## config.mk

```make
export PLATFORM = sky130hd
export DESIGN_NAME = bus_arbiter
export DESIGN_NICKNAME = d
export VERILOG_FILES = /design/src/common/soc_bus_pkg.sv /design/src/rtl/bus_arbiter.sv
export SDC_FILE = /design/constraint.sdc
export NUM_CORES = 1
export LEC_CHECK = 0
export BUFFER_PORTS_ARGS = -buffer_cell sky130_fd_sc_hd__buf_2
export CAP_MARGIN = 20
export CORE_AREA = 2 2 119 121
export DETAILED_ROUTE_END_ITERATION = 7
export DIE_AREA = 0 0 121 123
export MAX_ROUTING_LAYER = met4
export PLACE_DENSITY = 0.58
export RECOVER_POWER = 100
export SETUP_SLACK_MARGIN = 0.5
export SYNTH_ARGS = -nofsm -noshare
export SYNTH_HDL_FRONTEND = slang
export SYNTH_SLANG_ARGS = --single-unit
```

## constraint.sdc

```tcl
create_clock -name clk48m -period 1.4 [get_ports clk48m]
set_input_delay 0.14 -clock clk48m [delete_from_list [all_inputs] [get_ports clk48m]]
set_output_delay 0.14 -clock clk48m [all_outputs]
set_load 0.02 [all_outputs]
```

## src/common/soc_bus_pkg.sv

```systemverilog
// system bus types shared by the masters, the arbiter, the decoder and the bus targets
package soc_bus_pkg;

	// address and strobe widths of the system bus
	localparam int BUS_ADDR_W = 32;
	localparam int BUS_STRB_W = 4;

	// master to target, held stable by the master until ready
	// a wstrb of zero means a read
	typedef struct packed {
		logic                  valid;
		logic [BUS_ADDR_W-1:0] addr;
		logic [31:0]           wdata;
		logic [BUS_STRB_W-1:0] wstrb;
	} bus_req_t;

	// target to master, the transfer ends in the cycle ready is high
	typedef struct packed {
		logic        ready;
		logic [31:0] rdata;
	} bus_rsp_t;

	// region select from address bits 31:28
	// any nibble not listed here is a bus error
	typedef enum logic [3:0] {
		REGION_MISC = 4'h2,
		REGION_RAM  = 4'h4
	} region_e;

	// read value returned for an unmapped access
	localparam logic [31:0] BUS_ERROR_WORD = 32'hDEAD_BEEF;

endpackage

```

## src/rtl/bus_arbiter.sv

```systemverilog
// two-master arbiter for the host port and the debug loader, host first
`timescale 1ns/10ps

module bus_arbiter (
	input  logic                  clk48m,
	input  logic                  rst,
	input  soc_bus_pkg::bus_req_t host_req,
	output soc_bus_pkg::bus_rsp_t host_rsp,
	input  soc_bus_pkg::bus_req_t dbg_req,
	output soc_bus_pkg::bus_rsp_t dbg_rsp,
	output soc_bus_pkg::bus_req_t sys_req,
	input  soc_bus_pkg::bus_rsp_t sys_rsp
);

	typedef enum logic [1:0] {
		GRANT_IDLE,
		GRANT_HOST,
		GRANT_DBG
	} grant_e;

	grant_e grant;

	always_ff @(posedge clk48m) begin
		if (rst) begin
			grant <= GRANT_IDLE;
		end else begin
			case (grant)
				GRANT_IDLE: begin
					if (host_req.valid) begin
						grant <= GRANT_HOST;
					end else if (dbg_req.valid) begin
						grant <= GRANT_DBG;
					end
				end
				// hold until the target answers, then one idle cycle
				GRANT_HOST, GRANT_DBG: begin
					if (sys_rsp.ready) begin
						grant <= GRANT_IDLE;
					end
				end
				default: grant <= GRANT_IDLE;
			endcase
		end
	end

	always_comb begin
		case (grant)
			GRANT_HOST: sys_req = host_req;
			GRANT_DBG:  sys_req = dbg_req;
			default:    sys_req = '0;
		endcase
	end

	// rdata goes to both, only the granted master sees ready
	assign host_rsp.rdata = sys_rsp.rdata;
	assign host_rsp.ready = (grant == GRANT_HOST) && sys_rsp.ready;
	assign dbg_rsp.rdata  = sys_rsp.rdata;
	assign dbg_rsp.ready  = (grant == GRANT_DBG) && sys_rsp.ready;

	// a granted master must not change its request before ready
	assert property (@(posedge clk48m) disable iff (rst)
		(grant != GRANT_IDLE && !sys_rsp.ready) |=> $stable(sys_req))
		else $error("granted master changed its request before ready");

endmodule

```

==> impl_metrics.csv, run 1 <==
group,metric,value,unit
power_and_ir_drop,swShare,39.39,%
route,ant_nets,0,
placement,dp_slack,-0.02283,ns
route,dr.pass1.iters,4,
power_and_ir_drop,combinationalPowerShare,77.9,%
cts,h-tree-depth,1,
die,die_height,123,um
die,start_util,17.78,%
yosys,syn_nets,418,
setup_path,r2r_start,"grant[0]$_SDFFE_PP0P_",
power_and_ir_drop,vdd_drop_max,447.0,uV
die,die_w,121,um
global_routing,grt_pass1_vias,2287,
yosys,yosys_warnings,0,
setup_path,critPathKind,"reg2out",
yosys,synth_area_leaders,"a22oi_2 (36%), nor2b_2 (25%), buf_4 (20%)",
power_and_ir_drop,p_total,2.291,mW
final_layout,n_fill_cell,1439,
setup_path,ff2ff_path_depth,6,
sta,period_share,116.3,%
sta,relSlewSlack,83.90,%
die,die-area,14880,um^2
yosys,synth_top_area_cell,"a22oi_2",
final_layout,top_regs,"grant: 2 flops",
yosys,ys_ff_latch,2,
die,coreArea,13610,um^2
final_layout,top_register,"grant",
setup_path,critPathMaxStageDelay,0.37,ns
global_routing,antenna_found_initial,0,
final_layout,diodes,0,
worst_hold_path,min_delay_worst_endpoint,"grant[0]$_SDFFE_PP0P_",
final_layout,largest_reg_flops,2,
power_and_ir_drop,pwr-share-seq,3.2,%
cts,ctsRootBufferMaster,"clkbuf_16",
global_routing,overflow,0,
worst_hold_path,min_from,"rst",
power_and_ir_drop,switchingPower,0.9026,mW
placement,portBuffers,211,
die,io-pin-count,308,
sta,worst_pin_slew,0.2415,ns
route,vias,2265,
placement,place.gp.congestion,0.6735,
sta,setup_ws,-0.2288,ns
yosys,yosysSeqAreaShare,1.655,%
cts,cts_made_buffers,3,
cts,cts_buffer_depth,2,
cts,cts.clk_slew.worst_paths,0.03,ns
sta,rsz0062_at_grt,"yes",
global_routing,track_usage,8.669,%
power_and_ir_drop,power_density,609.4,nW/um^2
sta,fin_crit,1.629,ns
flow_run,max_cap_viol_count,0,
route,routed_wl,7535,um
yosys,avgSynthCellArea,9.999,um^2
route,drt_first_iter_violations,41,
sta,fmax,0.6139,GHz
setup_path,setup.worst_path.start_class,"flop",
final_layout,layout-drive-gt1-share,98.43,%
yosys,synth_top_area_share,35.68,%
yosys,yosysUniqueCellTypes,17,
placement,hpwl,5953,um
sta,skew,0.002644,ns
cts,tritoncts,"yes",
final_layout,area_delta_synth_final,55.38,%
setup_path,critPathBufInv,3,
setup_path,r2r_slack,0.02,ns
setup_path,cp-end-kind,"output port",
setup_path,reg2reg_to,"grant[0]$_SDFFE_PP0P_",
worst_hold_path,holdPathStages,2,
global_routing,grt_max_degree,38,
setup_path,crit_arrival,1.49,ns
setup_path,path_cells,"inv_4 -> ha_4 -> buf_12 -> nor2b_2 -> buf_4",
route,wl_per_cell,13.43,um
cts,cts_sinks,2,
cts,worst_skew_pair.late_latency,0.22,ns
sta,slew_viol_final,0,
worst_hold_path,hold_class,"in2reg",
final_layout,layout.nets,559,
route,via_per_inst,4.037,
setup_path,cp_top_family,"buffers and inverters",
sta,hold_viol_final,0,
die,rows,43,
final_layout,regArea,42.54,um^2
power_and_ir_drop,leakage,1.479,nW
outcome,violations,"setup timing",
global_routing,grt_pass1_wl,10550,um
setup_path,worst_ep_required_time,1.26,ns
route,drc,0,
yosys,synth.cell_area,2420,um^2
yosys,synthCells,242,
final_layout,multi_input_area,1826,um^2
outcome,outcome,"finished with violations",
final_layout,utilization,27.62,%
sta,setup_violations,71,
setup_path,worstPathMaxFanout,37,
power_and_ir_drop,p_int,1.389,mW
setup_path,slowest_stage,"dfxtp_2",
power_and_ir_drop,clkPwrFrac,18.8,%
-- how the worst max path moves through the flow --
stage / startpoint / cells after the start / endpoint / slack, ns
after CTS: grant[0]$_SDFFE_PP0P_ / 6 / sys_req[64] / -0.23
final: grant[0]$_SDFFE_PP0P_ / 5 / sys_req[32] / -0.23
after global placement: grant[0]$_SDFFE_PP0P_ / 5 / sys_req[32] / 0.01
after global routing: grant[1]$_SDFFE_PP0P_ / 6 / sys_req[67] / -0.28
after detailed placement: grant[0]$_SDFFE_PP0P_ / 5 / sys_req[32] / -0.02
after floorplan: grant[1]$_SDFFE_PP0P_ / 4 / sys_req[0] / 0.11
-- power by group through the flow --
stage / sequential, mW / combinational, mW / clock [mW]
finish: 0.0741 / 1.79 / 0.432
CTS: 0.0742 / 1.71 / 0.439
global placement: 0.0714 / 1.59 / 0
floorplan: 0.0697 / 1.52 / 0
detailed placement: 0.0716 / 1.63 / 0
global route: 0.0749 / 1.90 / 0.451
-- per-stage QoR --
| stage | area (um^2) | std cells | hold slack (ns) | setup TNS, ns |
|---|---|---|---|---|
| detailed placement | 3302 | 556 | 0.2802 | -0.08928 |
| floorplan | 2653 | 242 | 0.1951 | 0 |
| finish | 3760 | 561 | 0.09271 | -13.01 |
| CTS | 3595 | 559 | 0.08666 | -13.40 |
| global route | 3760 | 561 | 0.08833 | -17.69 |
| global placement | 3302 | 556 | 0.2802 | 0 |
-- cell families after synthesis --
family                     Yosys count  share of synthesized area, %
buffers and inverters               89                         33.35
DFF                                  2                         1.655
AOI/OAI and AO/OA                   73                         36.87
adders and majority gates            3                         1.551
and+or+nand+nor                     75                         26.58
-- worst reg2reg max path: stages, from the launching register on --
cell	delay [ns]
dfxtp_2	0.37
inv_4	0.06
ha_4	0.29
buf_12	0.18
nand2b_4	0.10
a21o_1	0.17
a21oi_2	0.13
-- cells in the final DEF, fill, tap and decap left out, drive strengths merged --
cell type | netlist | routed
a21oi | 2 | 2
clkbuf | 0 | 5
a21o | 1 | 1
a22oi | 69 | 69
dfxtp | 2 | 2
and2 | 2 | 2
nand3 | 1 | 1
a211oi | 1 | 1
inv | 2 | 2
nor2b | 69 | 69
buf | 82 | 221
nand2b | 3 | 3
ha | 3 | 3
-- what timing repair did --
item                                    in CTS  in global routing
resized for setup                           74                 36
cloned                                       0                  2
buffers inserted                             0                  0
endpoints found under the setup margin      73                 73
pin swaps                                    0                  1
hold buffers                                 0                  0
-- per-layer routing --
metal  part of all wire, %  vias up  wire, um  global-route usage, %
met5                     0        -         0                      -
met4                  0.88        0        66                  1.890
li1                      -     1062         -                      -
met1                    37     1055      2765                  9.700
met3                   8.3       18       627                  1.661
met2                    54      130      4076                  15.98
-- Yosys cell counts --
cell type / n
dlymetal6s2s_1: 5
nand3_1: 1
a21oi_1: 1
dfxtp_1: 2
buf_12: 7
a22oi_2: 69
a21o_1: 1
nand2b_1: 2
ha_1: 3
nand2b_2: 1
buf_4: 66
nor2b_2: 69
a211oi_1: 1
inv_1: 2
a21oi_2: 1
and2_1: 2
buf_6: 9
-- cell type report --
cell class / count / area share [%]
sequential: 2 / 1.131
timing repair buffer: 223 / 42.00
multi-input combinational: 151 / 48.55
clock buffer: 3 / 1.997
inverter: 2 / 0.3328
tap: 180 / 5.990
Note: power is estimated with default switching activity, not from simulation.
==> inputs of run 2 (changes only) <==
--- a/config.mk
+++ b/config.mk
@@ -12,8 +12,9 @@
 export DIE_AREA = 0 0 121 123
 export MAX_ROUTING_LAYER = met4
 export PLACE_DENSITY = 0.58
-export RECOVER_POWER = 100
+export RECOVER_POWER = 25
 export SETUP_SLACK_MARGIN = 0.5
+export SLEW_MARGIN = 5
 export SYNTH_ARGS = -nofsm -noshare
 export SYNTH_HDL_FRONTEND = slang
 export SYNTH_SLANG_ARGS = --single-unit
==> impl_metrics.csv, run 2 (synthesized netlist as in run 1, its figures left out) <==
group,metric,value,unit
sta,slew_viol_final,0,
outcome,outcome,"finished with violations",
cts,tritoncts,"yes",
setup_path,critPathMaxStageDelay,0.35,ns
sta,tns,-12.52,ns
sta,hold_viol_final,0,
setup_path,ff2ff_path_depth,6,
global_routing,track_usage,8.669,%
cts,post_cts_buffers,0,
setup_path,slowest_stage,"dfxtp_2",
global_routing,grt_pass1_wl,10550,um
route,wl_per_cell,13.43,um
setup_path,cp_top_family,"buffers and inverters",
final_layout,top_register,"grant",
sta,worst_pin_slew,0.2416,ns
setup_path,r2r_slack,0.04,ns
global_routing,antenna_found_initial,0,
power_and_ir_drop,power_density,608.7,nW/um^2
setup_path,setup.worst_path.start_class,"flop",
sta,setup_ws,-0.2089,ns
cts,cts_buffer_depth,2,
sta,fin_crit,1.609,ns
global_routing,grt_max_degree,38,
route,dr.pass1.iters,4,
final_layout,fin_area,3762,um^2
die,rows,43,
setup_path,r2r_start,"grant[0]$_SDFFE_PP0P_",
final_layout,utilization,27.64,%
cts,worst_skew_pair.late_latency,0.22,ns
power_and_ir_drop,leakage,1.479,nW
route,drt_first_iter_violations,41,
setup_path,crit_arrival,1.47,ns
final_layout,final_common_cell,"buf_2",
final_layout,diodes,0,
final_layout,layout.nets,559,
sta,fmax,0.6215,GHz
route,ant_nets,0,
worst_hold_path,hold_class,"in2reg",
final_layout,area_delta_synth_final,55.48,%
placement,dp_slack,-0.02283,ns
cts,cts_made_buffers,3,
final_layout,largest_reg_flops,2,
global_routing,overflow,0,
placement,placed_area,3302,um^2
route,drc,0,
die,die_height,123,um
worst_hold_path,holdPathStages,2,
setup_path,critPathKind,"reg2out",
die,io-pin-count,308,
route,via_per_inst,4.039,
placement,place.gp.congestion,0.6735,
die,die-area,14880,um^2
power_and_ir_drop,vdd_drop_max,435.3,uV
route,routed_wl,7533,um
route,vias,2266,
setup_path,critPathBufInv,3,
cts,ctsRootBufferMaster,"clkbuf_16",
placement,hpwl,5953,um
setup_path,worstPathMaxFanout,35,
die,start_util,17.78,%
setup_path,reg2reg_to,"grant[0]$_SDFFE_PP0P_",
flow_run,max_cap_viol_count,0,
outcome,violations,"setup timing",
sta,rsz0062_at_grt,"yes",
sta,setup_violations,71,
global_routing,grt_pass1_vias,2287,
sta,relSlewSlack,83.90,%
placement,portBuffers,211,
die,coreArea,13610,um^2
worst_hold_path,min_delay_worst_endpoint,"grant[0]$_SDFFE_PP0P_",
sta,period_share,114.9,%
cts,h-tree-depth,1,
final_layout,layout_common_cells,"buf_2 (151), a22oi_2 (69), buf_6 (46)",
final_layout,top_regs,"grant: 2 flops",
cts,cts_sinks,2,
setup_path,worst_ep_required_time,1.26,ns
setup_path,cp-end-kind,"output port",
die,die_w,121,um
final_layout,layout-drive-gt1-share,98.43,%
sta,skew,0.002516,ns
cts,cts.clk_slew.worst_paths,0.03,ns
setup_path,path_cells,"buf_6 -> ha_4 -> buf_12 -> a22oi_2 -> nor2b_4 -> buf_2",
worst_hold_path,min_from,"rst",
run 2: cell type report:
type,instances,area [um^2]
inverter,2,12.51
multi-input combinational,151,1826
sequential,2,45.04
tap,180,225.2
timing repair buffer,223,1579
clock buffer,3,75.07
fill,1439,9849
run 2: per-stage QoR:
step | power [mW] | hold slack (ns) | std cells
2_1_floorplan | 1.594 | 0.1951 | 242
3_3_place_gp | 1.661 | 0.2802 | 556
3_5_place_dp | 1.703 | 0.2802 | 556
4_1_cts | 2.227 | 0.08666 | 559
5_1_grt | 2.426 | 0.08676 | 561
6_report | 2.290 | 0.09183 | 561
run 2: worst max path at each step:
stage | start | to | slack (ns) | depth (start not counted)
global route | grant[1]$_SDFFE_PP0P_ | sys_req[67] | -0.28 | 6
detailed placement | grant[0]$_SDFFE_PP0P_ | sys_req[32] | -0.02 | 5
finish | grant[1]$_SDFFE_PP0P_ | sys_req[67] | -0.21 | 6
global placement | grant[0]$_SDFFE_PP0P_ | sys_req[32] | 0.01 | 5
floorplan | grant[1]$_SDFFE_PP0P_ | sys_req[0] | 0.11 | 4
CTS | grant[0]$_SDFFE_PP0P_ | sys_req[64] | -0.23 | 6
run 2: report_power, final:
group          total (mW)  leakage [nW]  internal [mW]  switching, mW
Sequential         0.0739        0.0175         0.0651        0.00884
Combinational        1.78          1.42          0.960          0.825
Clock               0.431        0.0370          0.364         0.0678
Total                2.29          1.48           1.39          0.902
run 2: metal layers:
| metal | track usage, % | share of wire (%) | vias up |
|---|---|---|---|
| met1 | 9.700 | 37 | 1056 |
| met3 | 1.661 | 8.3 | 18 |
| li1 | - | - | 1062 |
| met5 | - | 0 | - |
| met2 | 15.98 | 54 | 130 |
| met4 | 1.890 | 0.88 | 0 |
run 2: timing repair:
item	in CTS	in global routing
cloned	0	2
pin swaps	0	1
setup endpoints to repair	73	73
gates resized for setup	74	36
hold buffers	0	0
run 2: worst register-to-register path, stage by stage, from the launching register on:
cell and delay, ns:
dfxtp_4 0.36, inv_4 0.05, ha_4 0.29, buf_12 0.18, nand2b_4 0.10, a21o_1 0.17, a21oi_2 0.13
