## config.mk

```make
export PLATFORM = sky130hd
export DESIGN_NAME = bus_decoder
export DESIGN_NICKNAME = d
export VERILOG_FILES = /design/src/common/soc_bus_pkg.sv /design/src/rtl/bus_decoder.sv
export SDC_FILE = /design/constraint.sdc
export NUM_CORES = 1
export LEC_CHECK = 0
export BUFFER_PORTS_ARGS = -buffer_cell sky130_fd_sc_hd__buf_2
export CORE_AREA = 2 2 67 69
export DETAILED_ROUTE_END_ITERATION = 8
export DIE_AREA = 0 0 69 71
export GPL_TIMING_DRIVEN = 1
export HOLD_SLACK_MARGIN = 0.05
export SETUP_SLACK_MARGIN = 0.1
export SYNTH_ARGS = -nofsm -noshare
export SYNTH_HDL_FRONTEND = slang
export SYNTH_SLANG_ARGS = --single-unit
```

## constraint.sdc

```tcl
create_clock -name clk48m -period 1.9 [get_ports clk48m]
set_input_delay 0.19 -clock clk48m [delete_from_list [all_inputs] [get_ports clk48m]]
set_output_delay 0.19 -clock clk48m [all_outputs]
set_load 0.01 [all_outputs]
```

## src/common/soc_bus_pkg.sv

```systemverilog
// system bus types shared by the masters, the arbiter, the decoder and the bus targets
package soc_bus_pkg;

	// address and strobe widths of the system bus
	localparam int BUS_ADDR_W = 32;
	localparam int BUS_STRB_W = 4;

	// master to target, held stable by the master until ready
	// a wstrb of zero means a read
	typedef struct packed {
		logic                  valid;
		logic [BUS_ADDR_W-1:0] addr;
		logic [31:0]           wdata;
		logic [BUS_STRB_W-1:0] wstrb;
	} bus_req_t;

	// target to master, the transfer ends in the cycle ready is high
	typedef struct packed {
		logic        ready;
		logic [31:0] rdata;
	} bus_rsp_t;

	// region select from address bits 31:28
	// any nibble not listed here is a bus error
	typedef enum logic [3:0] {
		REGION_MISC = 4'h2,
		REGION_RAM  = 4'h4
	} region_e;

	// read value returned for an unmapped access
	localparam logic [31:0] BUS_ERROR_WORD = 32'hDEAD_BEEF;

endpackage

```

## src/rtl/bus_decoder.sv

```systemverilog
// address decoder, picks the bus target, muxes the responses and flags bus errors
`timescale 1ns/10ps

module bus_decoder #(
	parameter int RAM_WORDS = 256
) (
	input  logic                  clk48m,
	input  logic                  rst,
	input  soc_bus_pkg::bus_req_t sys_req,
	output soc_bus_pkg::bus_rsp_t sys_rsp,
	output logic                  misc_sel,
	output logic                  ram_sel,
	input  soc_bus_pkg::bus_rsp_t misc_rsp,
	input  soc_bus_pkg::bus_rsp_t ram_rsp,
	output logic                  bus_error_irq
);
	import soc_bus_pkg::*;

	region_e  region;
	bus_rsp_t error_rsp;
	logic     bus_error;

	assign region = region_e'(sys_req.addr[31:28]);

	always_comb begin
		misc_sel  = 1'b0;
		ram_sel   = 1'b0;
		bus_error = 1'b0;
		case (region)
			REGION_MISC: misc_sel = sys_req.valid;
			REGION_RAM: begin
				// words past the end of the RAM are unmapped
				if (sys_req.addr[27:2] < 26'(RAM_WORDS)) begin
					ram_sel = sys_req.valid;
				end else begin
					bus_error = sys_req.valid;
				end
			end
			default: bus_error = sys_req.valid;
		endcase
	end

	// errors answer in the same cycle
	assign error_rsp.ready = bus_error;
	assign error_rsp.rdata = BUS_ERROR_WORD;

	always_comb begin
		if (misc_sel) begin
			sys_rsp = misc_rsp;
		end else if (ram_sel) begin
			sys_rsp = ram_rsp;
		end else if (bus_error) begin
			sys_rsp = error_rsp;
		end else begin
			sys_rsp = '0;
		end
	end

	// one pulse per error access, the master leaves on the error ready
	always_ff @(posedge clk48m) begin
		if (rst) begin
			bus_error_irq <= 1'b0;
		end else begin
			bus_error_irq <= bus_error;
		end
	end

	// the RAM answers a cycle late, the request must still be there
	assert property (@(posedge clk48m) disable iff (rst) ram_rsp.ready |-> ram_sel)
		else $error("RAM ready while not selected");

endmodule

```

==> results of run 1 <==
cell usage after synthesis (2+ instances only):
library cell / count / area [sq um]
nor2_1: 9 / 33.8
nor4_1: 3 / 18.8
a32oi_1: 8 / 70.1
clkbuf_1: 5 / 18.8
o221a_1: 19 / 214
o221a_2: 6 / 67.6
buf_6: 2 / 22.5
kinds of logic (layout without fill, tap and decap cells):
| group | after synthesis | after routing | share of synthesized area (%) |
|---|---|---|---|
| and+or+nand+nor | 19 | 20 | 23.1 |
| buffers and inverters | 10 | 137 | 9.33 |
| DFF | 1 | 1 | 3.56 |
| AOI/OAI and AO/OA | 34 | 34 | 64.0 |
layer usage:
metal	share of wire (%)	GRT usage, %	wire length [microns]
met3	12	2.14	353
met5	0	0	0
met4	0	0.218	0
met2	50	20.7	1490
met1	39	12.7	1160
final cells by class:
class	count	area share, %
Sequential cell	1	1.51
Tap cell	52	4.90
Multi-Input combinational cell	54	38.5
Inverter	2	0.566
Timing Repair Buffer	135	54.6
cells in the final DEF, fill, tap and decap left out:
master	instances
o221a_2	6
nor4_1	2
nor4_2	1
a32oi_1	8
or4_4	1
nor3_4	1
clkinv_1	1
buf_12	1
nor2_1	9
nand2_2	1
inv_1	1
buf_6	3
dfxtp_1	1
o221a_1	19
a2111oi_0	1
and4_4	1
nand2_4	2
buf_2	125
buf_4	6
nor4b_2	1
nor4b_1	1
report_power, final:
group	total (mW)	internal (mW)	switching, mW
Combinational	0.205	0.122	0.0830
Clock	0	0	0
Sequential	0.0228	0.0226	0.000177
Total	0.227	0.144	0.0832
worst max path at each step:
| stage | endpoint | slack (ns) | cells past startpoint | from |
|---|---|---|---|---|
| 3_5_place_dp | sys_rsp[5] | 0.03 | 6 | sys_req[67] |
| 4_1_cts | sys_rsp[5] | 0.06 | 7 | sys_req[67] |
| 3_3_place_gp | sys_rsp[5] | 0.03 | 6 | sys_req[67] |
| 2_1_floorplan | sys_rsp[10] | 0.16 | 5 | sys_req[67] |
| 5_1_grt | sys_rsp[13] | 0.03 | 7 | sys_req[67] |
| 6_report | sys_rsp[5] | 0.09 | 7 | sys_req[67] |
stage by stage:
step | hold slack [ns] | power [mW] | std cells | instance area (sq um) | util (%)
6_report | 0.375 | 0.227 | 244 | 1330 | 31.6
5_1_grt | 0.400 | 0.248 | 244 | 1330 | 31.6
4_1_cts | 0.375 | 0.225 | 242 | 1290 | 30.7
3_5_place_dp | 0.375 | 0.224 | 239 | 1260 | 30.1
3_3_place_gp | 0.377 | 0.221 | 239 | 1260 | 30.1
2_1_floorplan | 0.280 | 0.0933 | 64 | 563 | -
repair_timing:
action	in CTS	in global routing
cloned	1	1
gates resized for setup	1	7
setup endpoints to repair	25	33
pin swaps	0	3
endpoints found under the hold margin	0	0
setup buffers	2	1
==> results.sh, run 1 <==
export IMPL_nets=331
export IMPL_num_rows=24
export IMPL_num_fill_cells=443
export IMPL_cpMostUsedCell="buf_6"
export IMPL_fmax_mhz=551
export IMPL_regMostFlops="bus_error_irq"
export IMPL_num_antenna_cells=0
export IMPL_slew_violations=0
export IMPL_synth_cells=64
export IMPL_cp_max_fo=13
export IMPL_clk_pin_slew_worst_paths_ns=0
export IMPL_crit_path_max_incr_delay_ns=0.53
export IMPL_crit_arrival_ns=1.62
export IMPL_area_growth_pct=136
export IMPL_worstMarginPinSlew_ns=0.361
export IMPL_setup_viol=0
export IMPL_gp_congestion=0.734
export IMPL_synth_warnings=0
export IMPL_maxCapViolCount=0
export IMPL_place_hpwl_microns=2300
export IMPL_netlist_area_sq_um=563
export IMPL_critPathTopFamily="simple AND/OR/NAND/NOR gates"
export IMPL_start_kind="input port"
export IMPL_ant_nets=0
export IMPL_num_vias=1122
export IMPL_avgSynthCellArea_sq_um=8.80
export IMPL_die_area_sq_um=4900
export IMPL_post_route_cells_drive_above_1_share_pct=77.6
export IMPL_finalHoldViolations=0
export IMPL_synth_edf_count=0
export IMPL_die_y_microns=71
export IMPL_vdd_drop_max_mv=0.0722
export IMPL_io_buffer_count=126
export IMPL_crit_chain="buf_6 -> or4_4 -> nor3_4 -> buf_6 -> nand2_4 -> o221a_2 -> buf_2"
export IMPL_vias_per_cell=4.60
export IMPL_firstDrtPassIters=4
export IMPL_holdBufCountCts=0
export IMPL_async_reset_ff_share_pct=0
export IMPL_grt_pass1_vias=1004
export IMPL_slew_headroom_pct=75.3
export IMPL_cp_required_ns=1.71
export IMPL_multiInputGateArea_sq_um=510
export IMPL_synth_seq_area_share_pct=3.56
export IMPL_synth_ff_type="dfxtp_1"
export IMPL_whs_path_depth=2
export IMPL_syn_nets=201
export IMPL_hold_path_end="bus_error_irq$_SDFF_PP0_"
export IMPL_grt_pass1_wl_microns=4530
export IMPL_antenna_found_initial=0
export IMPL_period_minus_slack_ns=1.81
export IMPL_io_pins=173
export IMPL_crit_type="in -> out"
export IMPL_biggestRegsByFlops="bus_error_irq: 1 flops"
export IMPL_track_usage_pct=10.7
export IMPL_critPathCaptureType="output pin"
export IMPL_ys_types=19
export IMPL_worst_hold_path_type="in -> reg"
export IMPL_die_w_microns=69
export IMPL_start_util_pct=13.4
export IMPL_final_seq_area_sq_um=20.0
export IMPL_setup_tns_ns=0
export IMPL_status="finished, final reports clean"
export IMPL_routedWlPerCell_microns=12.3
export IMPL_yosys_register_bits=1
export IMPL_grt_ovfl_total=0
export IMPL_rsz0062_at_grt="yes"
export IMPL_worst_slack_ns=0.0864
export IMPL_coreArea_sq_um=4200
export IMPL_wl_microns=3010
export IMPL_dr_first_iter_drc_count=9
export IMPL_pwr_density_cell_nw_per_um2=171
export IMPL_hp_start="rst"
export IMPL_finalCritPeriodShare_pct=95.5
export IMPL_largest_reg_flops=1
export IMPL_leakagePower_nw=0.726
export IMPL_cp_slowest_cell="or4_4"
export IMPL_drc_errors=0
export IMPL_grt_max_degree=27
export IMPL_critPathBufInv=3
export IMPL_place_ws_ns=0.0323
No activity file was read; power rests on OpenSTA's default activity.
==> inputs of run 2 (changes only) <==
Settings changed: PLACE_DENSITY set to 0.69.
==> results.sh, run 2 (synthesis gave the netlist of run 1 again) <==
export IMPL_hold_path_end="bus_error_irq$_SDFF_PP0_"
export IMPL_clk_pin_slew_worst_paths_ns=0
export IMPL_nets=333
export IMPL_placed_cells=240
export IMPL_critPathTopFamily="simple AND/OR/NAND/NOR gates"
export IMPL_crit_type="in -> out"
export IMPL_start_util_pct=13.4
export IMPL_slew_violations=0
export IMPL_slew_headroom_pct=73.3
export IMPL_placed_area_sq_um=1270
export IMPL_hp_start="rst"
export IMPL_grt_max_degree=27
export IMPL_finalHoldViolations=0
export IMPL_setup_tns_ns=0
export IMPL_grt_ovfl_total=0
export IMPL_final_common_cell="buf_2"
export IMPL_fmax_mhz=545
export IMPL_crit_arrival_ns=1.65
export IMPL_start_kind="input port"
export IMPL_pwr_density_cell_nw_per_um2=172
export IMPL_p_total_mw=0.232
export IMPL_num_antenna_cells=0
export IMPL_post_route_cells_drive_above_1_share_pct=78.4
export IMPL_layout_common_cells="buf_2, o221a_1, nor2_1"
export IMPL_utilization_pct=32.2
export IMPL_io_pins=173
export IMPL_finalCritPeriodShare_pct=96.6
export IMPL_cp_required_ns=1.71
export IMPL_whs_path_depth=2
export IMPL_io_buffer_count=126
export IMPL_dr_first_iter_drc_count=17
export IMPL_firstDrtPassIters=4
export IMPL_period_minus_slack_ns=1.84
export IMPL_die_w_microns=69
export IMPL_rsz0062_at_grt="yes"
export IMPL_num_vias=1154
export IMPL_critPathBufInv=3
export IMPL_wl_microns=3160
export IMPL_critPathCaptureType="output pin"
export IMPL_vias_per_cell=4.69
export IMPL_worst_hold_path_type="in -> reg"
export IMPL_cp_slowest_cell="or4_4"
export IMPL_vdd_drop_max_mv=0.104
export IMPL_drc_errors=0
export IMPL_regMostFlops="bus_error_irq"
export IMPL_cpMostUsedCell="buf_6"
export IMPL_grt_pass1_wl_microns=4660
export IMPL_final_area_sq_um=1360
export IMPL_die_y_microns=71
export IMPL_path_depth=7
export IMPL_worstMarginPinSlew_ns=0.391
export IMPL_ant_nets=0
export IMPL_leakagePower_nw=0.747
export IMPL_area_growth_pct=141
export IMPL_track_usage_pct=11.1
export IMPL_final_cell_count_no_fill=246
export IMPL_crit_chain="buf_6 -> or4_4 -> nor3_4 -> buf_6 -> nand2_4 -> o221a_2 -> buf_2"
export IMPL_place_ws_ns=0.00131
export IMPL_crit_path_max_incr_delay_ns=0.54
export IMPL_place_hpwl_microns=2430
export IMPL_gp_congestion=0.783
export IMPL_num_rows=24
export IMPL_biggestRegsByFlops="bus_error_irq: 1 flops"
export IMPL_cp_max_fo=13
export IMPL_antenna_found_initial=0
export IMPL_holdBufCountCts=0
export IMPL_grt_pass1_vias=1032
export IMPL_setup_viol=0
export IMPL_coreArea_sq_um=4200
export IMPL_maxCapViolCount=0
export IMPL_hold_slack_ns=0.394
export IMPL_status="finished, final reports clean"
export IMPL_die_area_sq_um=4900
export IMPL_largest_reg_flops=1
export IMPL_worst_slack_ns=0.0641
export IMPL_routedWlPerCell_microns=12.8
-- run 2: how the worst max path moves through the flow --
stage / start / to / slack, ns
2_1_floorplan: sys_req[67] / sys_rsp[10] / 0.16
4_1_cts: sys_req[67] / sys_rsp[32] / 0.04
6_report: sys_req[67] / sys_rsp[32] / 0.06
3_5_place_dp: sys_req[67] / sys_rsp[32] / 0.001
3_3_place_gp: sys_req[67] / sys_rsp[5] / 0.01
5_1_grt: sys_req[67] / sys_rsp[32] / 0.007
-- run 2: final cells by class --
| type | instances | area [sq um] |
|---|---|---|
| Fill cell | 445 | 2850 |
| Inverter | 2 | 7.51 |
| Multi-Input combinational cell | 54 | 519 |
| Sequential cell | 1 | 20.0 |
| Tap cell | 52 | 65.1 |
| Timing Repair Buffer | 137 | 743 |
-- run 2: what timing repair did --
action | 4_1_cts | 5_1_grt
setup endpoints to repair | 25 | 33
pin swaps | 0 | 5
gates cloned | 1 | 1
setup buffers | 2 | 2
gates resized for setup | 1 | 8
-- run 2: layer usage --
layer	track usage, %	vias up	wire length [microns]	part of all wire (%)
li1	-	564	-	-
met1	12.7	495	1160	37
met2	22.9	95	1640	52
met3	1.28	0	358	11
met4	0	0	0	0
met5	0	-	0	0
-- run 2: power breakdown --
part / switching [mW] / leakage (nW) / total (mW) / internal, mW
logic: 0.0856 / 0.739 / 0.210 / 0.124
registers: 0.000263 / 0.00832 / 0.0229 / 0.0226
clock network: 0 / 0 / 0 / 0
==> inputs of run 3 (changes only) <==
Settings changed: SLEW_MARGIN set to 5.
Clock period 1.9 ns to 2.35 ns, I/O delays scaled along.
==> results.sh, run 3 (synthesis gave the netlist of run 1 again) <==
export IMPL_hold_path_end="bus_error_irq$_SDFF_PP0_"
export IMPL_cts_setup_buffers=0
export IMPL_period_minus_slack_ns=1.97
export IMPL_num_rows=24
export IMPL_hp_start="rst"
export IMPL_die_y_microns=71
export IMPL_crit_type="in -> out"
export IMPL_ctsResizeCount=0
export IMPL_routedWlPerCell_microns=12.7
export IMPL_intPower_mw=0.113
export IMPL_p_total_mw=0.182
export IMPL_slew_headroom_pct=67.8
export IMPL_fmax_mhz=509
export IMPL_antenna_found_initial=0
export IMPL_maxCapViolCount=0
export IMPL_dr_first_iter_drc_count=13
export IMPL_cp_required_ns=2.12
export IMPL_start_kind="input port"
export IMPL_vias_per_cell=4.81
export IMPL_setup_tns_ns=0
export IMPL_grt_pass1_wl_microns=4560
export IMPL_hold_slack_ns=0.438
export IMPL_slew_violations=0
export IMPL_layout_common_cells="buf_2, o221a_1, nor2_1"
export IMPL_p_switching_mw=0.0689
export IMPL_drc_errors=0
export IMPL_status="finished, final reports clean"
export IMPL_multiInputGateArea_sq_um=490
export IMPL_nets=325
export IMPL_num_vias=1144
export IMPL_num_fill_cells=461
export IMPL_place_hpwl_microns=2580
export IMPL_p_clk_share_pct=0
export IMPL_crit_arrival_ns=1.73
export IMPL_combinationalPowerShare_pct=89.8
export IMPL_largest_reg_flops=1
export IMPL_pwr_density_cell_nw_per_um2=146
export IMPL_grt_pass1_vias=1022
export IMPL_grt_max_degree=27
export IMPL_worst_hold_path_type="in -> reg"
export IMPL_power_frac_seq_pct=10.2
export IMPL_start_util_pct=13.4
export IMPL_vdd_drop_max_mv=0.0922
export IMPL_area_growth_pct=121
export IMPL_setup_viol=0
export IMPL_coreArea_sq_um=4200
export IMPL_final_common_cell="buf_2"
export IMPL_whs_path_depth=2
export IMPL_holdBufCountCts=0
export IMPL_io_pins=173
export IMPL_io_buffer_count=126
export IMPL_rsz0062_at_grt="no"
export IMPL_ant_nets=0
export IMPL_leakagePower_nw=0.675
export IMPL_post_route_cells_drive_above_1_share_pct=75.8
export IMPL_finalCritPeriodShare_pct=83.7
export IMPL_regMostFlops="bus_error_irq"
export IMPL_gp_congestion=0.780
export IMPL_finalHoldViolations=0
export IMPL_track_usage_pct=10.7
export IMPL_biggestRegsByFlops="bus_error_irq: 1 flops"
export IMPL_cp_max_fo=26
export IMPL_num_antenna_cells=0
export IMPL_wl_microns=3020
export IMPL_grt_ovfl_total=0
export IMPL_firstDrtPassIters=4
export IMPL_worstMarginPinSlew_ns=0.481
export IMPL_die_area_sq_um=4900
export IMPL_switching_share_pct=38.0
export IMPL_final_seq_area_sq_um=20.0
export IMPL_critPathCaptureType="output pin"
export IMPL_die_w_microns=69
export IMPL_clk_pin_slew_worst_paths_ns=0
-- run 3: worst max-delay path, stage by stage --
cell and delay, ns:
buf_2 0.11, or4_4 0.54, nor3_4 0.18, nand2_4 0.20
o221a_2 0.31, buf_2 0.14
-- run 3: area by class of cell --
class / instances / area share, %
Tap cell: 52 / 5.23
Sequential cell: 1 / 1.61
Multi-Input combinational cell: 53 / 39.4
Inverter: 2 / 0.604
Timing Repair Buffer: 130 / 53.1
-- run 3: metal layers --
layer  global-route usage [%]  vias up  wire [microns]
li1                         -      544               -
met1                     12.4      505            1140
met2                     22.1       95            1540
met3                    0.997        0             344
met4                        0        0               0
met5                        0        -               0
-- run 3: metrics by stage --
step / cells / worst slack, ns / utilization, % / cell area, sq um
floorplan: 64 / 0.522 / - / 563
global placement: 238 / 0.370 / 29.6 / 1240
detailed placement: 238 / 0.358 / 29.6 / 1240
CTS: 238 / 0.353 / 29.6 / 1240
global route: 238 / 0.317 / 29.6 / 1240
finish: 238 / 0.384 / 29.6 / 1240
-- run 3: power groups by stage --
stage	registers [mW]	clock network, mW	logic [mW]
global route	0.0185	0	0.178
global placement	0.0184	0	0.161
CTS	0.0185	0	0.165
detailed placement	0.0185	0	0.165
floorplan	0.0191	0	0.0564
finish	0.0185	0	0.163
-- run 3: how the worst max path moves through the flow --
stage,endpoint,start,depth (start not counted)
4_1_cts,sys_rsp[32],sys_req[67],6
3_5_place_dp,sys_rsp[32],sys_req[67],6
2_1_floorplan,sys_rsp[10],sys_req[67],5
5_1_grt,sys_rsp[0],sys_req[67],6
3_3_place_gp,sys_rsp[32],sys_req[67],6
6_report,sys_rsp[0],sys_req[67],6
