===== config.mk =====
export PLATFORM = sky130hd
export DESIGN_NAME = misc_regs
export DESIGN_NICKNAME = d
export VERILOG_FILES = /design/src/common/soc_bus_pkg.sv /design/src/common/soc_regs_pkg.sv /design/src/misc/fsel_sequencer.sv /design/src/misc/misc_regs.sv
export SDC_FILE = /design/constraint.sdc
export NUM_CORES = 1
export LEC_CHECK = 0
export BUFFER_PORTS_ARGS = -buffer_cell sky130_fd_sc_hd__buf_2
export CAP_MARGIN = 20
export CORE_UTILIZATION = 39
export CTS_CLUSTER_DIAMETER = 200
export DETAILED_ROUTE_END_ITERATION = 10
export GPL_ROUTABILITY_DRIVEN = 0
export PLACE_DENSITY = 0.86
export SLEW_MARGIN = 40
export SYNTH_ARGS = -nofsm -noshare
export SYNTH_HDL_FRONTEND = slang
export SYNTH_SLANG_ARGS = --single-unit

===== constraint.sdc =====
create_clock -name clk48m -period 4.94 [get_ports clk48m]
set_clock_uncertainty 0.2 [all_clocks]
set_input_delay 1.235 -clock clk48m [delete_from_list [all_inputs] [get_ports clk48m]]
set_output_delay 1.235 -clock clk48m [all_outputs]
set_load 0.05 [all_outputs]

===== src/common/soc_bus_pkg.sv =====
// system bus types shared by the masters, the arbiter, the decoder and the bus targets
package soc_bus_pkg;

	// address and strobe widths of the system bus
	localparam int BUS_ADDR_W = 32;
	localparam int BUS_STRB_W = 4;

	// master to target, held stable by the master until ready
	// a wstrb of zero means a read
	typedef struct packed {
		logic                  valid;
		logic [BUS_ADDR_W-1:0] addr;
		logic [31:0]           wdata;
		logic [BUS_STRB_W-1:0] wstrb;
	} bus_req_t;

	// target to master, the transfer ends in the cycle ready is high
	typedef struct packed {
		logic        ready;
		logic [31:0] rdata;
	} bus_rsp_t;

	// region select from address bits 31:28
	// any nibble not listed here is a bus error
	typedef enum logic [3:0] {
		REGION_MISC = 4'h2,
		REGION_RAM  = 4'h4
	} region_e;

	// read value returned for an unmapped access
	localparam logic [31:0] BUS_ERROR_WORD = 32'hDEAD_BEEF;

endpackage


===== src/common/soc_regs_pkg.sv =====
// register map of the misc block and the debug-port word format
package soc_regs_pkg;

	// word index within the misc region, address bits 5:2
	typedef enum logic [3:0] {
		MISC_REG_LED       = 4'd0,
		MISC_REG_BTN       = 4'd1,
		MISC_REG_SOC_VER   = 4'd2,
		MISC_REG_FLASH_SEL = 4'd11
	} misc_reg_e;

	// one debug-port word, sel high means the data is an address
	typedef struct packed {
		logic        sel;
		logic [31:0] data;
	} dbg_word_t;

	localparam logic [31:0] SOC_VERSION = 32'h0000_8000;

	// low 24 bits of a FLASH_SEL write that arm the PROGRAMN reload
	localparam logic [23:0] RELOAD_KEY = 24'hD0F1A5;

	// start value of the flash-select countdown
	localparam logic [2:0] FSEL_DELAY_START = 3'd7;

	localparam int LED_W = 16;
	localparam int BTN_W = 8;

endpackage


===== src/misc/fsel_sequencer.sv =====
// flash-select countdown, clocks fsel_d into the select flop and then pulls PROGRAMN
`timescale 1ns/10ps

module fsel_sequencer (
	input  logic clk48m,
	input  logic rst,
	input  logic fsel_strobe,
	input  logic reload_armed,
	output logic fsel_c,
	output logic programn
);
	import soc_regs_pkg::*;

	logic [$bits(FSEL_DELAY_START)-1:0] count;

	always_ff @(posedge clk48m) begin
		if (rst) begin
			count    <= '0;
			programn <= 1'b1;
		end else begin
			if (fsel_strobe) begin
				count <= FSEL_DELAY_START;
			end else if (count != '0) begin
				count <= count - 1'b1;
				// select flop has settled by now, safe to reload
				if (count == 1 && reload_armed) begin
					programn <= 1'b0;
				end
			end
		end
	end

	// clock edge sits three cycles after fsel_d changes, low again well before the reload
	assign fsel_c = (count == 3'd5) || (count == 3'd4) || (count == 3'd3);

endmodule


===== src/misc/misc_regs.sv =====
// misc register block with LEDs, buttons, version and the flash-select/reload control
`timescale 1ns/10ps

module misc_regs (
	input  logic                          clk48m,
	input  logic                          rst,
	input  logic                          misc_sel,
	input  soc_bus_pkg::bus_req_t         sys_req,
	output soc_bus_pkg::bus_rsp_t         misc_rsp,
	input  logic [soc_regs_pkg::BTN_W-1:0] btn,
	output logic [soc_regs_pkg::LED_W-1:0] led,
	output logic                          fsel_d,
	output logic                          programn,
	output logic                          fsel_c
);
	import soc_regs_pkg::*;

	misc_reg_e reg_idx;
	logic      wr_en;
	logic      fsel_strobe;
	logic      reload_armed;

	assign reg_idx = misc_reg_e'(sys_req.addr[5:2]);
	// only byte lane 0 counts as a register write
	assign wr_en   = misc_sel && sys_req.wstrb[0];

	always_ff @(posedge clk48m) begin
		if (rst) begin
			led          <= '0;
			fsel_d       <= 1'b0;
			fsel_strobe  <= 1'b0;
			reload_armed <= 1'b0;
		end else begin
			fsel_strobe <= 1'b0;
			if (wr_en) begin
				case (reg_idx)
					MISC_REG_LED: led <= sys_req.wdata[LED_W-1:0];
					MISC_REG_FLASH_SEL: begin
						fsel_d      <= sys_req.wdata[0];
						fsel_strobe <= 1'b1;
						// stays armed until reset, the reload ends this config anyway
						if (sys_req.wdata[23:0] == RELOAD_KEY) begin
							reload_armed <= 1'b1;
						end
					end
					default: ;
				endcase
			end
		end
	end

	// every access completes in its select cycle
	assign misc_rsp.ready = misc_sel;

	always_comb begin
		case (reg_idx)
			MISC_REG_LED:       misc_rsp.rdata = {{(32-LED_W){1'b0}}, led};
			MISC_REG_BTN:       misc_rsp.rdata = {{(32-BTN_W){1'b0}}, ~btn};
			MISC_REG_SOC_VER:   misc_rsp.rdata = SOC_VERSION;
			MISC_REG_FLASH_SEL: misc_rsp.rdata = {31'h0, fsel_d};
			default:            misc_rsp.rdata = '0;
		endcase
	end

	fsel_sequencer u_fsel_sequencer (
		.clk48m       (clk48m),
		.rst          (rst),
		.fsel_strobe  (fsel_strobe),
		.reload_armed (reload_armed),
		.fsel_c       (fsel_c),
		.programn     (programn)
	);

endmodule


==> flow_summary_export.csv, run 1 <==
group,metric,value,unit
status,status,"completed",
cts,ctsResizeCount,0,
critical_path,critPathBufInv,3,
synthesis,ys_warn_count,0,
routing,drc_errors,0,
global_route,grt_pass1_vias,1106,
timing,worst_slack,0.919,ns
hold_path,hold_class,"reg -> reg",
routing,ant_nets,0,
routing,wl_met3,222,um
routing,routedWlPerCell,10.9,um
global_route,grt_pass1_wl,4810,um
job,drv_cap,0,
timing,hold_ws,0.279,ns
placement,hpwl,2430,um
cts,clkLatencyLatePin,0.32,ns
cts,cts_buffers,3,
critical_path,crit_path_end_kind,"primary output",
critical_path,worstSetupPathType,"in -> out",
routing,drt-pass1-iter-count,4,
critical_path,worstPathMaxFanout,9,
cts,tritoncts,"yes",
finish,fin_cells,281,
routing,drt-met1-wl,1250,um
cts,cts_setup_buffers,0,
pwr,ir_drop,0.000140,V
critical_path,cp.required,3.50,ns
timing,period_share,81.4,%
timing,fin_crit,4.02,ns
routing,route.met2.wl,1570,um
global_route,grt_overflow_total,0,
finish,antenna_cells,0,
routing,top_layer_used,"met4",
critical_path,critPathMaxStageDelay,0.54,ns
timing,tightest_slew,0.772,ns
cts,ctsRootBufferMaster,"clkbuf_4",
critical_path,cp_slowest_cell,"nor4_4",
floorplanning,core.rowCount,20,
finish,drive_above_1_share,42.6,%
finish,area_growth,26.6,%
floorplanning,core,0.00315,mm^2
critical_path,reg2reg_slack,3.46,ns
floorplanning,die_w,60.5,um
global_route,grt_antenna_before_repair,0,
finish,mostFrequentLayoutCells,"buf_2 (75), nand2_1 (31), dfxtp_1 (23), conb_1 (16)",
timing,setup_viol,0,
cts,hold_buffers,0,
routing,first_iter_violations,36,
pwr,pwr_density_cell,273,mW/mm^2
hold_path,hold_start,"led[3]",
critical_path,critical_path.top_delay_family,"buffers and inverters",
critical_path,arrival,2.59,ns
finish,fin_util,53.6,%
synthesis,netlist-cell-type-count,33,
cts,clk_path_buf_depth,2,
synthesis,synth_area,0.00134,mm^2
cts,clk_pin_slew_worst_paths,0.12,ns
floorplanning,dieArea,0.00366,mm^2
global_route,grt.total_usage,18.1,%
floorplanning,dieHeight,60.5,um
synthesis,synth_seq_area_share,34.5,%
timing,slew_headroom,48.5,%
timing,drv_slew,0,
critical_path,cp-startpoint,"sys_req[39]",
critical_path,cp_common_cell,"buf_2",
timing,hold_viol,0,
placement,dp_slack,0.880,ns
finish,nets,322,
cts,htree_levels,1,
timing,tns,0,ns
timing,rsz0062_at_grt,"no",
global_route,grt_max_degree,24,
finish,final_common_cell,"buf_2",
pwr,p_leak,0.000798,uW
cts,cts.sinks,23,
synthesis,syn_avg_cell_area,8.09,um^2
timing,max_freq,249,MHz
synthesis,postSynthCellCount,165,
placement,dp.cells,277,
synthesis,ys_ff_latch,23,
routing,totalWireLength,3070,um
routing,vias,1312,
critical_path,start_kind,"input pin",
floorplanning,initial_core_util,42.3,%
floorplanning,io_pins,132,
routing,routed_via_density,4.67,
critical_path,r2r-start,"u_fsel_sequencer.count[0]",
placement,io_buffers,75,
critical_path,crit_path_cell_trace,"buf_2, nor4_4, buf_4, nand2_1, o21ai_0, buf_2",
-- cells in the mapped netlist --
library cell	instances	area share [%]
or4b_1	1	0.75
nand3_1	1	0.37
or3_1	2	0.94
nand2_1	31	8.7
ha_1	4	3.7
a21oi_2	10	6.6
buf_8	1	1.1
o21ai_0	9	3.4
a21oi_1	10	3.7
nor4_4	1	1.6
a41oi_1	1	0.66
buf_4	18	10
xnor2_1	1	0.66
dfxtp_1	23	34
conb_1	1	0.28
inv_1	4	1.1
and2_1	7	3.3
a31oi_1	1	0.47
nand4bb_1	1	0.84
nor3_1	3	1.1
clkbuf_1	2	0.56
nand2_2	10	4.7
mux2i_1	2	1.5
nor2_1	8	2.2
buf_1	1	0.28
nor4_1	2	0.94
and3_1	1	0.47
nand4_1	1	0.47
or4bb_1	2	1.7
buf_2	1	0.37
nand4b_1	1	0.66
nor4bb_1	1	0.75
nand2b_1	3	1.4
-- power by group --
group          internal (uW)  total, uW  switching (uW)
logic                   55.3        164             108
clock network           30.3       88.6            58.3
registers                197        209            11.9
total                    282        461             179
-- stage by stage --
step / power [uW] / cell area [um^2]
final: 461 / 1690
after global routing: 490 / 1690
after CTS: 466 / 1690
after detailed placement: 377 / 1660
after global placement: 371 / 1660
after floorplan: 345 / 1390
-- registers in the layout, summed over array words and instances (netlist names) --
register and count:
led 16, u_fsel_sequencer.count 3, fsel_d 1, fsel_strobe 1
reload_armed 1, u_fsel_sequencer.programn 1
-- layer usage --
| layer | track usage (%) | vias to the layer above |
|---|---|---|
| met1 | 19.9 | 584 |
| met4 | 4.87 | 0 |
| li1 | - | 665 |
| met5 | 0 | - |
| met2 | 33.3 | 58 |
| met3 | 5.76 | 5 |
-- tightest hold or removal path, cell delays in order, from the launching register on --
cell     delay (ns)
dfxtp_1        0.34
nand2_1        0.06
a21oi_1        0.05
-- path summary, 6_finish.rpt --
path / to / depth (start not counted)
worst max-delay path: misc_rsp[7] / 6
worst min-delay path: led[3] / 2
worst max register to register: u_fsel_sequencer.count[2] / 4
worst min register to register: led[3] / 2
-- area by class of cell --
class	count	area [um^2]
fill	324	1460
sequential	23	460
tap	44	55.1
multi-input combinational	130	749
inverter	4	15.0
clock inverter	1	5.00
timing repair buffer	76	383
clock buffer	3	22.5
-- kinds of logic (layout without fill, tap and decap cells) --
| logic type | Yosys count | count (layout) | share of synthesized area, % |
|---|---|---|---|
| and+or+nand+nor | 76 | 76 | 30.9 |
| xor gates and xnor gates | 1 | 1 | 0.656 |
| other | 1 | 16 | 0.281 |
| DFF | 23 | 23 | 34.5 |
| AOI/OAI and AO/OA | 31 | 31 | 14.8 |
| adders and majority gates | 4 | 4 | 3.75 |
| buffers and inverters | 27 | 84 | 13.6 |
| muxes | 2 | 2 | 1.50 |
Note: power is estimated with default switching activity, not from simulation.
==> run 2: changes to the inputs <==
--- a/config.mk
+++ b/config.mk
@@ -7,11 +7,11 @@
 export LEC_CHECK = 0
 export BUFFER_PORTS_ARGS = -buffer_cell sky130_fd_sc_hd__buf_2
 export CAP_MARGIN = 20
-export CORE_UTILIZATION = 39
+export CORE_UTILIZATION = 36
 export CTS_CLUSTER_DIAMETER = 200
 export DETAILED_ROUTE_END_ITERATION = 10
 export GPL_ROUTABILITY_DRIVEN = 0
-export PLACE_DENSITY = 0.86
+export PLACE_DENSITY = 0.8
 export SLEW_MARGIN = 40
 export SYNTH_ARGS = -nofsm -noshare
 export SYNTH_HDL_FRONTEND = slang
==> constraint.sdc (replaced) <==
create_clock -name clk48m -period 3.8 [get_ports clk48m]
set_clock_uncertainty 0.2 [all_clocks]
set_input_delay 0.95 -clock clk48m [delete_from_list [all_inputs] [get_ports clk48m]]
set_output_delay 0.95 -clock clk48m [all_outputs]
set_load 0.05 [all_outputs]
==> flow_summary_export.csv, run 2 (synthesis gave the netlist of run 1 again) <==
group,metric,value,unit
floorplanning,core.rowCount,21,
critical_path,start_kind,"input pin",
finish,largest-register,"led",
global_route,grt_max_degree,24,
cts,cts_setup_buffers,0,
finish,antenna_cells,0,
global_route,grt_overflow_total,0,
status,status,"completed",
critical_path,cp_slowest_cell,"or3_1",
timing,hold_viol,0,
critical_path,arrival,2.16,ns
placement,io_buffers,75,
routing,drt-pass1-iter-count,4,
cts,clkLatencyLatePin,0.26,ns
finish,drive_above_1_share,42.6,%
critical_path,worstSetupPathType,"in -> out",
finish,reg_top3,"led (16), u_fsel_sequencer.count (3)",
floorplanning,core,0.00344,mm^2
timing,rsz0062_at_grt,"no",
cts,ctsResizeCount,0,
routing,drc_errors,0,
cts,cts_buffers,3,
pwr,p_leak,0.000802,uW
routing,ant_nets,0,
cts,ctsRootBufferMaster,"clkbuf_8",
placement,dpl_cell_area,0.00167,mm^2
timing,period_share,87.2,%
cts,htree_levels,1,
global_route,grt_pass1_vias,1220,
placement,hpwl,2500,um
floorplanning,die_w,62.9,um
cts,cts.sinks,23,
finish,largest_reg_flops,16,
floorplanning,dieHeight,62.9,um
critical_path,worstPathMaxFanout,7,
finish,final_common_cell,"buf_2",
global_route,grt_pass1_wl,5390,um
finish,final-seq-area,460,um^2
global_route,grt_antenna_before_repair,0,
timing,fin_crit,3.31,ns
routing,first_iter_violations,60,
critical_path,cp.required,2.65,ns
timing,hold_ws,0.272,ns
critical_path,crit_path_cell_trace,"buf_2, nand2b_1, or3_1, o21ai_0, buf_2",
floorplanning,dieArea,0.00396,mm^2
timing,tns,0,ns
critical_path,cp_common_cell,"buf_2",
timing,tightest_slew,0.764,ns
finish,mostFrequentLayoutCells,"buf_2 (75), nand2_1 (31), dfxtp_1 (23), conb_1 (16)",
timing,max_freq,302,MHz
timing,slew_headroom,49.1,%
timing,drv_slew,0,
pwr,ir_drop,0.000202,V
global_route,grt.total_usage,17.0,%
critical_path,critPathBufInv,2,
critical_path,critPathMaxStageDelay,0.44,ns
hold_path,hold_class,"reg -> reg",
finish,finalInstanceArea,0.00171,mm^2
routing,totalWireLength,3210,um
cts,clk_pin_slew_worst_paths,0.08,ns
floorplanning,initial_core_util,38.8,%
routing,vias,1303,
finish,nFillCells,352,
pwr,pwr_density_cell,371,mW/mm^2
routing,routedWlPerCell,11.4,um
finish,area_growth,28.4,%
timing,setup_viol,0,
job,drv_cap,0,
finish,multiInputGateArea,749,um^2
cts,clk_path_buf_depth,2,
critical_path,critical_path.top_delay_family,"simple AND/OR/NAND/NOR gates",
finish,fin_util,49.8,%
finish,nets,322,
cts,hold_buffers,0,
cts,tritoncts,"yes",
floorplanning,io_pins,132,
routing,routed_via_density,4.60,
critical_path,crit_path_end_kind,"primary output",
## run 2: changes by cell type in the layout (fill, tap and decap cells not counted)
cell | before | now
clkbuf_8 | 0 | 3
clkinv_2 | 1 | 0
clkinvlp_4 | 0 | 1
clkbuf_4 | 3 | 0
## run 2: path summary, 6_finish.rpt
path / end / start / slack, ns / cells after the start
hold reg to reg: u_fsel_sequencer.programn / u_fsel_sequencer.programn / 0.27 / 2
setup reg to reg: u_fsel_sequencer.count[2] / u_fsel_sequencer.count[0] / 2.35 / 4
setup / recovery: misc_rsp[4] / sys_req[40] / 0.49 / 5
hold / removal: u_fsel_sequencer.programn / u_fsel_sequencer.programn / 0.27 / 2
## run 2: area by class of cell
| class | count | area share (%) |
|---|---|---|
| clock inverters | 1 | 0.438 |
| multi-input cells | 130 | 43.7 |
| clock buffers | 3 | 2.41 |
| repair buffers | 76 | 22.3 |
| well taps | 46 | 3.36 |
| inverters | 4 | 0.876 |
| flip-flops and latches | 23 | 26.9 |
## run 2: report_power, final
| part | switching [uW] | internal (uW) | total (uW) |
|---|---|---|---|
| Clock | 79.1 | 74.0 | 153 |
| Sequential | 14.6 | 256 | 270 |
| Combinational | 140 | 71.8 | 212 |
| Total | 234 | 401 | 636 |
## run 2: per-layer routing
layer  track usage, %  part of all wire [%]  vias to the layer above
met4             2.62                  0.40                        0
met5                0                     0                        -
li1                 -                     -                      660
met2             29.7                    50                       55
met3             4.38                   6.5                        2
met1             20.9                    43                      586
## run 2: per-stage QoR
stage               setup slack [ns]  std cells  power, uW
floorplan                     0.0531        180        449
global placement               0.474        279        483
detailed placement             0.469        279        488
CTS                            0.462        283        642
global route                   0.321        283        679
finish                         0.486        283        636
## run 2: worst reg2reg max path, cell delays in order (launching register included)
cell and delay (ns):
dfxtp_1 0.40, inv_1 0.08, ha_1 0.24, or3_1 0.35, a21oi_1 0.12
==> run 3: changes to the inputs <==
==> constraint.sdc (replaced) <==
create_clock -name clk48m -period 3.8 [get_ports clk48m]
set_clock_uncertainty 0.2 [all_clocks]
set_input_delay 0.38 -clock clk48m [delete_from_list [all_inputs] [get_ports clk48m]]
set_output_delay 0.38 -clock clk48m [all_outputs]
set_load 0.05 [all_outputs]
==> flow_summary_export.csv, run 3 (synthesis gave the netlist of run 1 again) <==
group,metric,value,unit
status,status,"completed",
floorplanning,io_pins,132,
critical_path,crit_path_end_kind,"primary output",
placement,io_buffers,75,
global_route,grt_antenna_before_repair,0,
cts,clk_pin_slew_worst_paths,0.09,ns
cts,clkLatencyLatePin,0.27,ns
critical_path,worstSetupPathType,"in -> out",
cts,cts.sinks,23,
floorplanning,dieHeight,62.9,um
cts,tritoncts,"yes",
floorplanning,dieArea,0.00396,mm^2
finish,final_common_cell,"buf_2",
timing,slew_headroom,50.2,%
cts,clk_path_buf_depth,2,
routing,first_iter_violations,44,
timing,drv_slew,0,
critical_path,worstPathMaxFanout,7,
floorplanning,core,0.00344,mm^2
finish,area_growth,28.4,%
global_route,grt.total_usage,16.9,%
routing,drc_errors,0,
cts,ctsResizeCount,0,
pwr,p_leak,0.000802,uW
global_route,grt_max_degree,24,
routing,vias,1292,
cts,hold_buffers,0,
critical_path,cp_slowest_cell,"or3_1",
routing,totalWireLength,3190,um
cts,cts_buffers,3,
timing,period_share,57.8,%
timing,max_freq,455,MHz
critical_path,reg2reg_slack,2.32,ns
finish,mostFrequentLayoutCells,"buf_2 (75), nand2_1 (31), dfxtp_1 (23), conb_1 (16)",
finish,nFillCells,370,
finish,largest-register,"led",
finish,reg_top3,"led (16), u_fsel_sequencer.count (3)",
finish,antenna_cells,0,
finish,nets,322,
critical_path,cp_common_cell,"buf_2",
critical_path,arrival,1.62,ns
timing,tightest_slew,0.746,ns
cts,htree_levels,1,
cts,ctsRootBufferMaster,"clkbuf_8",
critical_path,critical_path.top_delay_family,"simple AND/OR/NAND/NOR gates",
routing,routedWlPerCell,11.3,um
critical_path,critPathBufInv,2,
timing,rsz0062_at_grt,"no",
timing,hold_viol,0,
timing,tns,0,ns
finish,drive_above_1_share,42.6,%
critical_path,crit_path_cell_trace,"buf_2, nand2b_1, or3_1, o21ai_0, buf_2",
critical_path,critPathMaxStageDelay,0.44,ns
finish,largest_reg_flops,16,
global_route,grt_pass1_wl,5350,um
floorplanning,initial_core_util,38.8,%
routing,routed_via_density,4.57,
timing,setup_viol,0,
hold_path,hold_class,"in -> reg",
global_route,grt_overflow_total,0,
critical_path,cp.required,3.22,ns
pwr,ir_drop,0.000262,V
critical_path,start_kind,"input pin",
floorplanning,core.rowCount,21,
timing,hold_ws,0.148,ns
routing,drt-pass1-iter-count,4,
placement,hpwl,2500,um
job,drv_cap,0,
floorplanning,die_w,62.9,um
routing,ant_nets,0,
global_route,grt_pass1_vias,1217,
pwr,pwr_density_cell,373,mW/mm^2
cts,cts_setup_buffers,0,
timing,fin_crit,2.20,ns
## run 3: cell counts in the layout (fill, tap and decap cells not counted)
Identical to the previous run, type by type.
## run 3: power by group
part | internal (uW) | total (uW) | leakage [uW] | switching (uW)
combinational | 71.7 | 214 | 0.000594 | 142
clock | 74.2 | 156 | 0.0000217 | 82.0
sequential | 256 | 270 | 0.000186 | 14.2
total | 402 | 640 | 0.000802 | 238
## run 3: worst paths after layout
path	from	endpoint	depth (start not counted)
max	sys_req[40]	misc_rsp[4]	5
min	sys_req[12]	led[8]	3
max reg2reg	u_fsel_sequencer.count[0]	u_fsel_sequencer.count[1]	6
min reg2reg	u_fsel_sequencer.programn	u_fsel_sequencer.programn	2
## run 3: final cells by class
class                      instances  area (um^2)  share of cell area, %
multi-input combinational        130          749                   43.7
inverter                           4         15.0                  0.876
tap                               46         57.6                   3.36
timing repair buffer              76          383                   22.3
sequential                        23          460                   26.9
clock buffer                       3         41.3                   2.41
clock inverter                     1         7.51                  0.438
## run 3: metrics by stage
step	setup slack, ns	power (uW)	util (%)	cell area [um^2]	instances
5_1_grt	1.47	685	49.8	1710	283
6_report	1.60	640	49.8	1710	283
2_1_floorplan	1.03	449	-	1390	180
3_3_place_gp	1.51	483	48.4	1670	279
4_1_cts	1.59	649	49.8	1710	283
3_5_place_dp	1.52	490	48.4	1670	279
## run 3: metal layers
metal  wire (um)  global-route usage (%)  vias up  share of wire [%]
met5           0                       0        -                  0
met3         184                    4.74        2                5.8
met1        1430                    20.6      577                 45
met2        1560                    29.4       50                 49
li1            -                       -      663                  -
met4          13                    2.62        0               0.41
## run 3: worst register-to-register path: stages (launching register included)
cell and delay (ns):
dfxtp_1 0.40, inv_1 0.09, ha_1 0.24, nand2b_1 0.14
mux2i_1 0.21, nor2_1 0.06, nor2_1 0.07
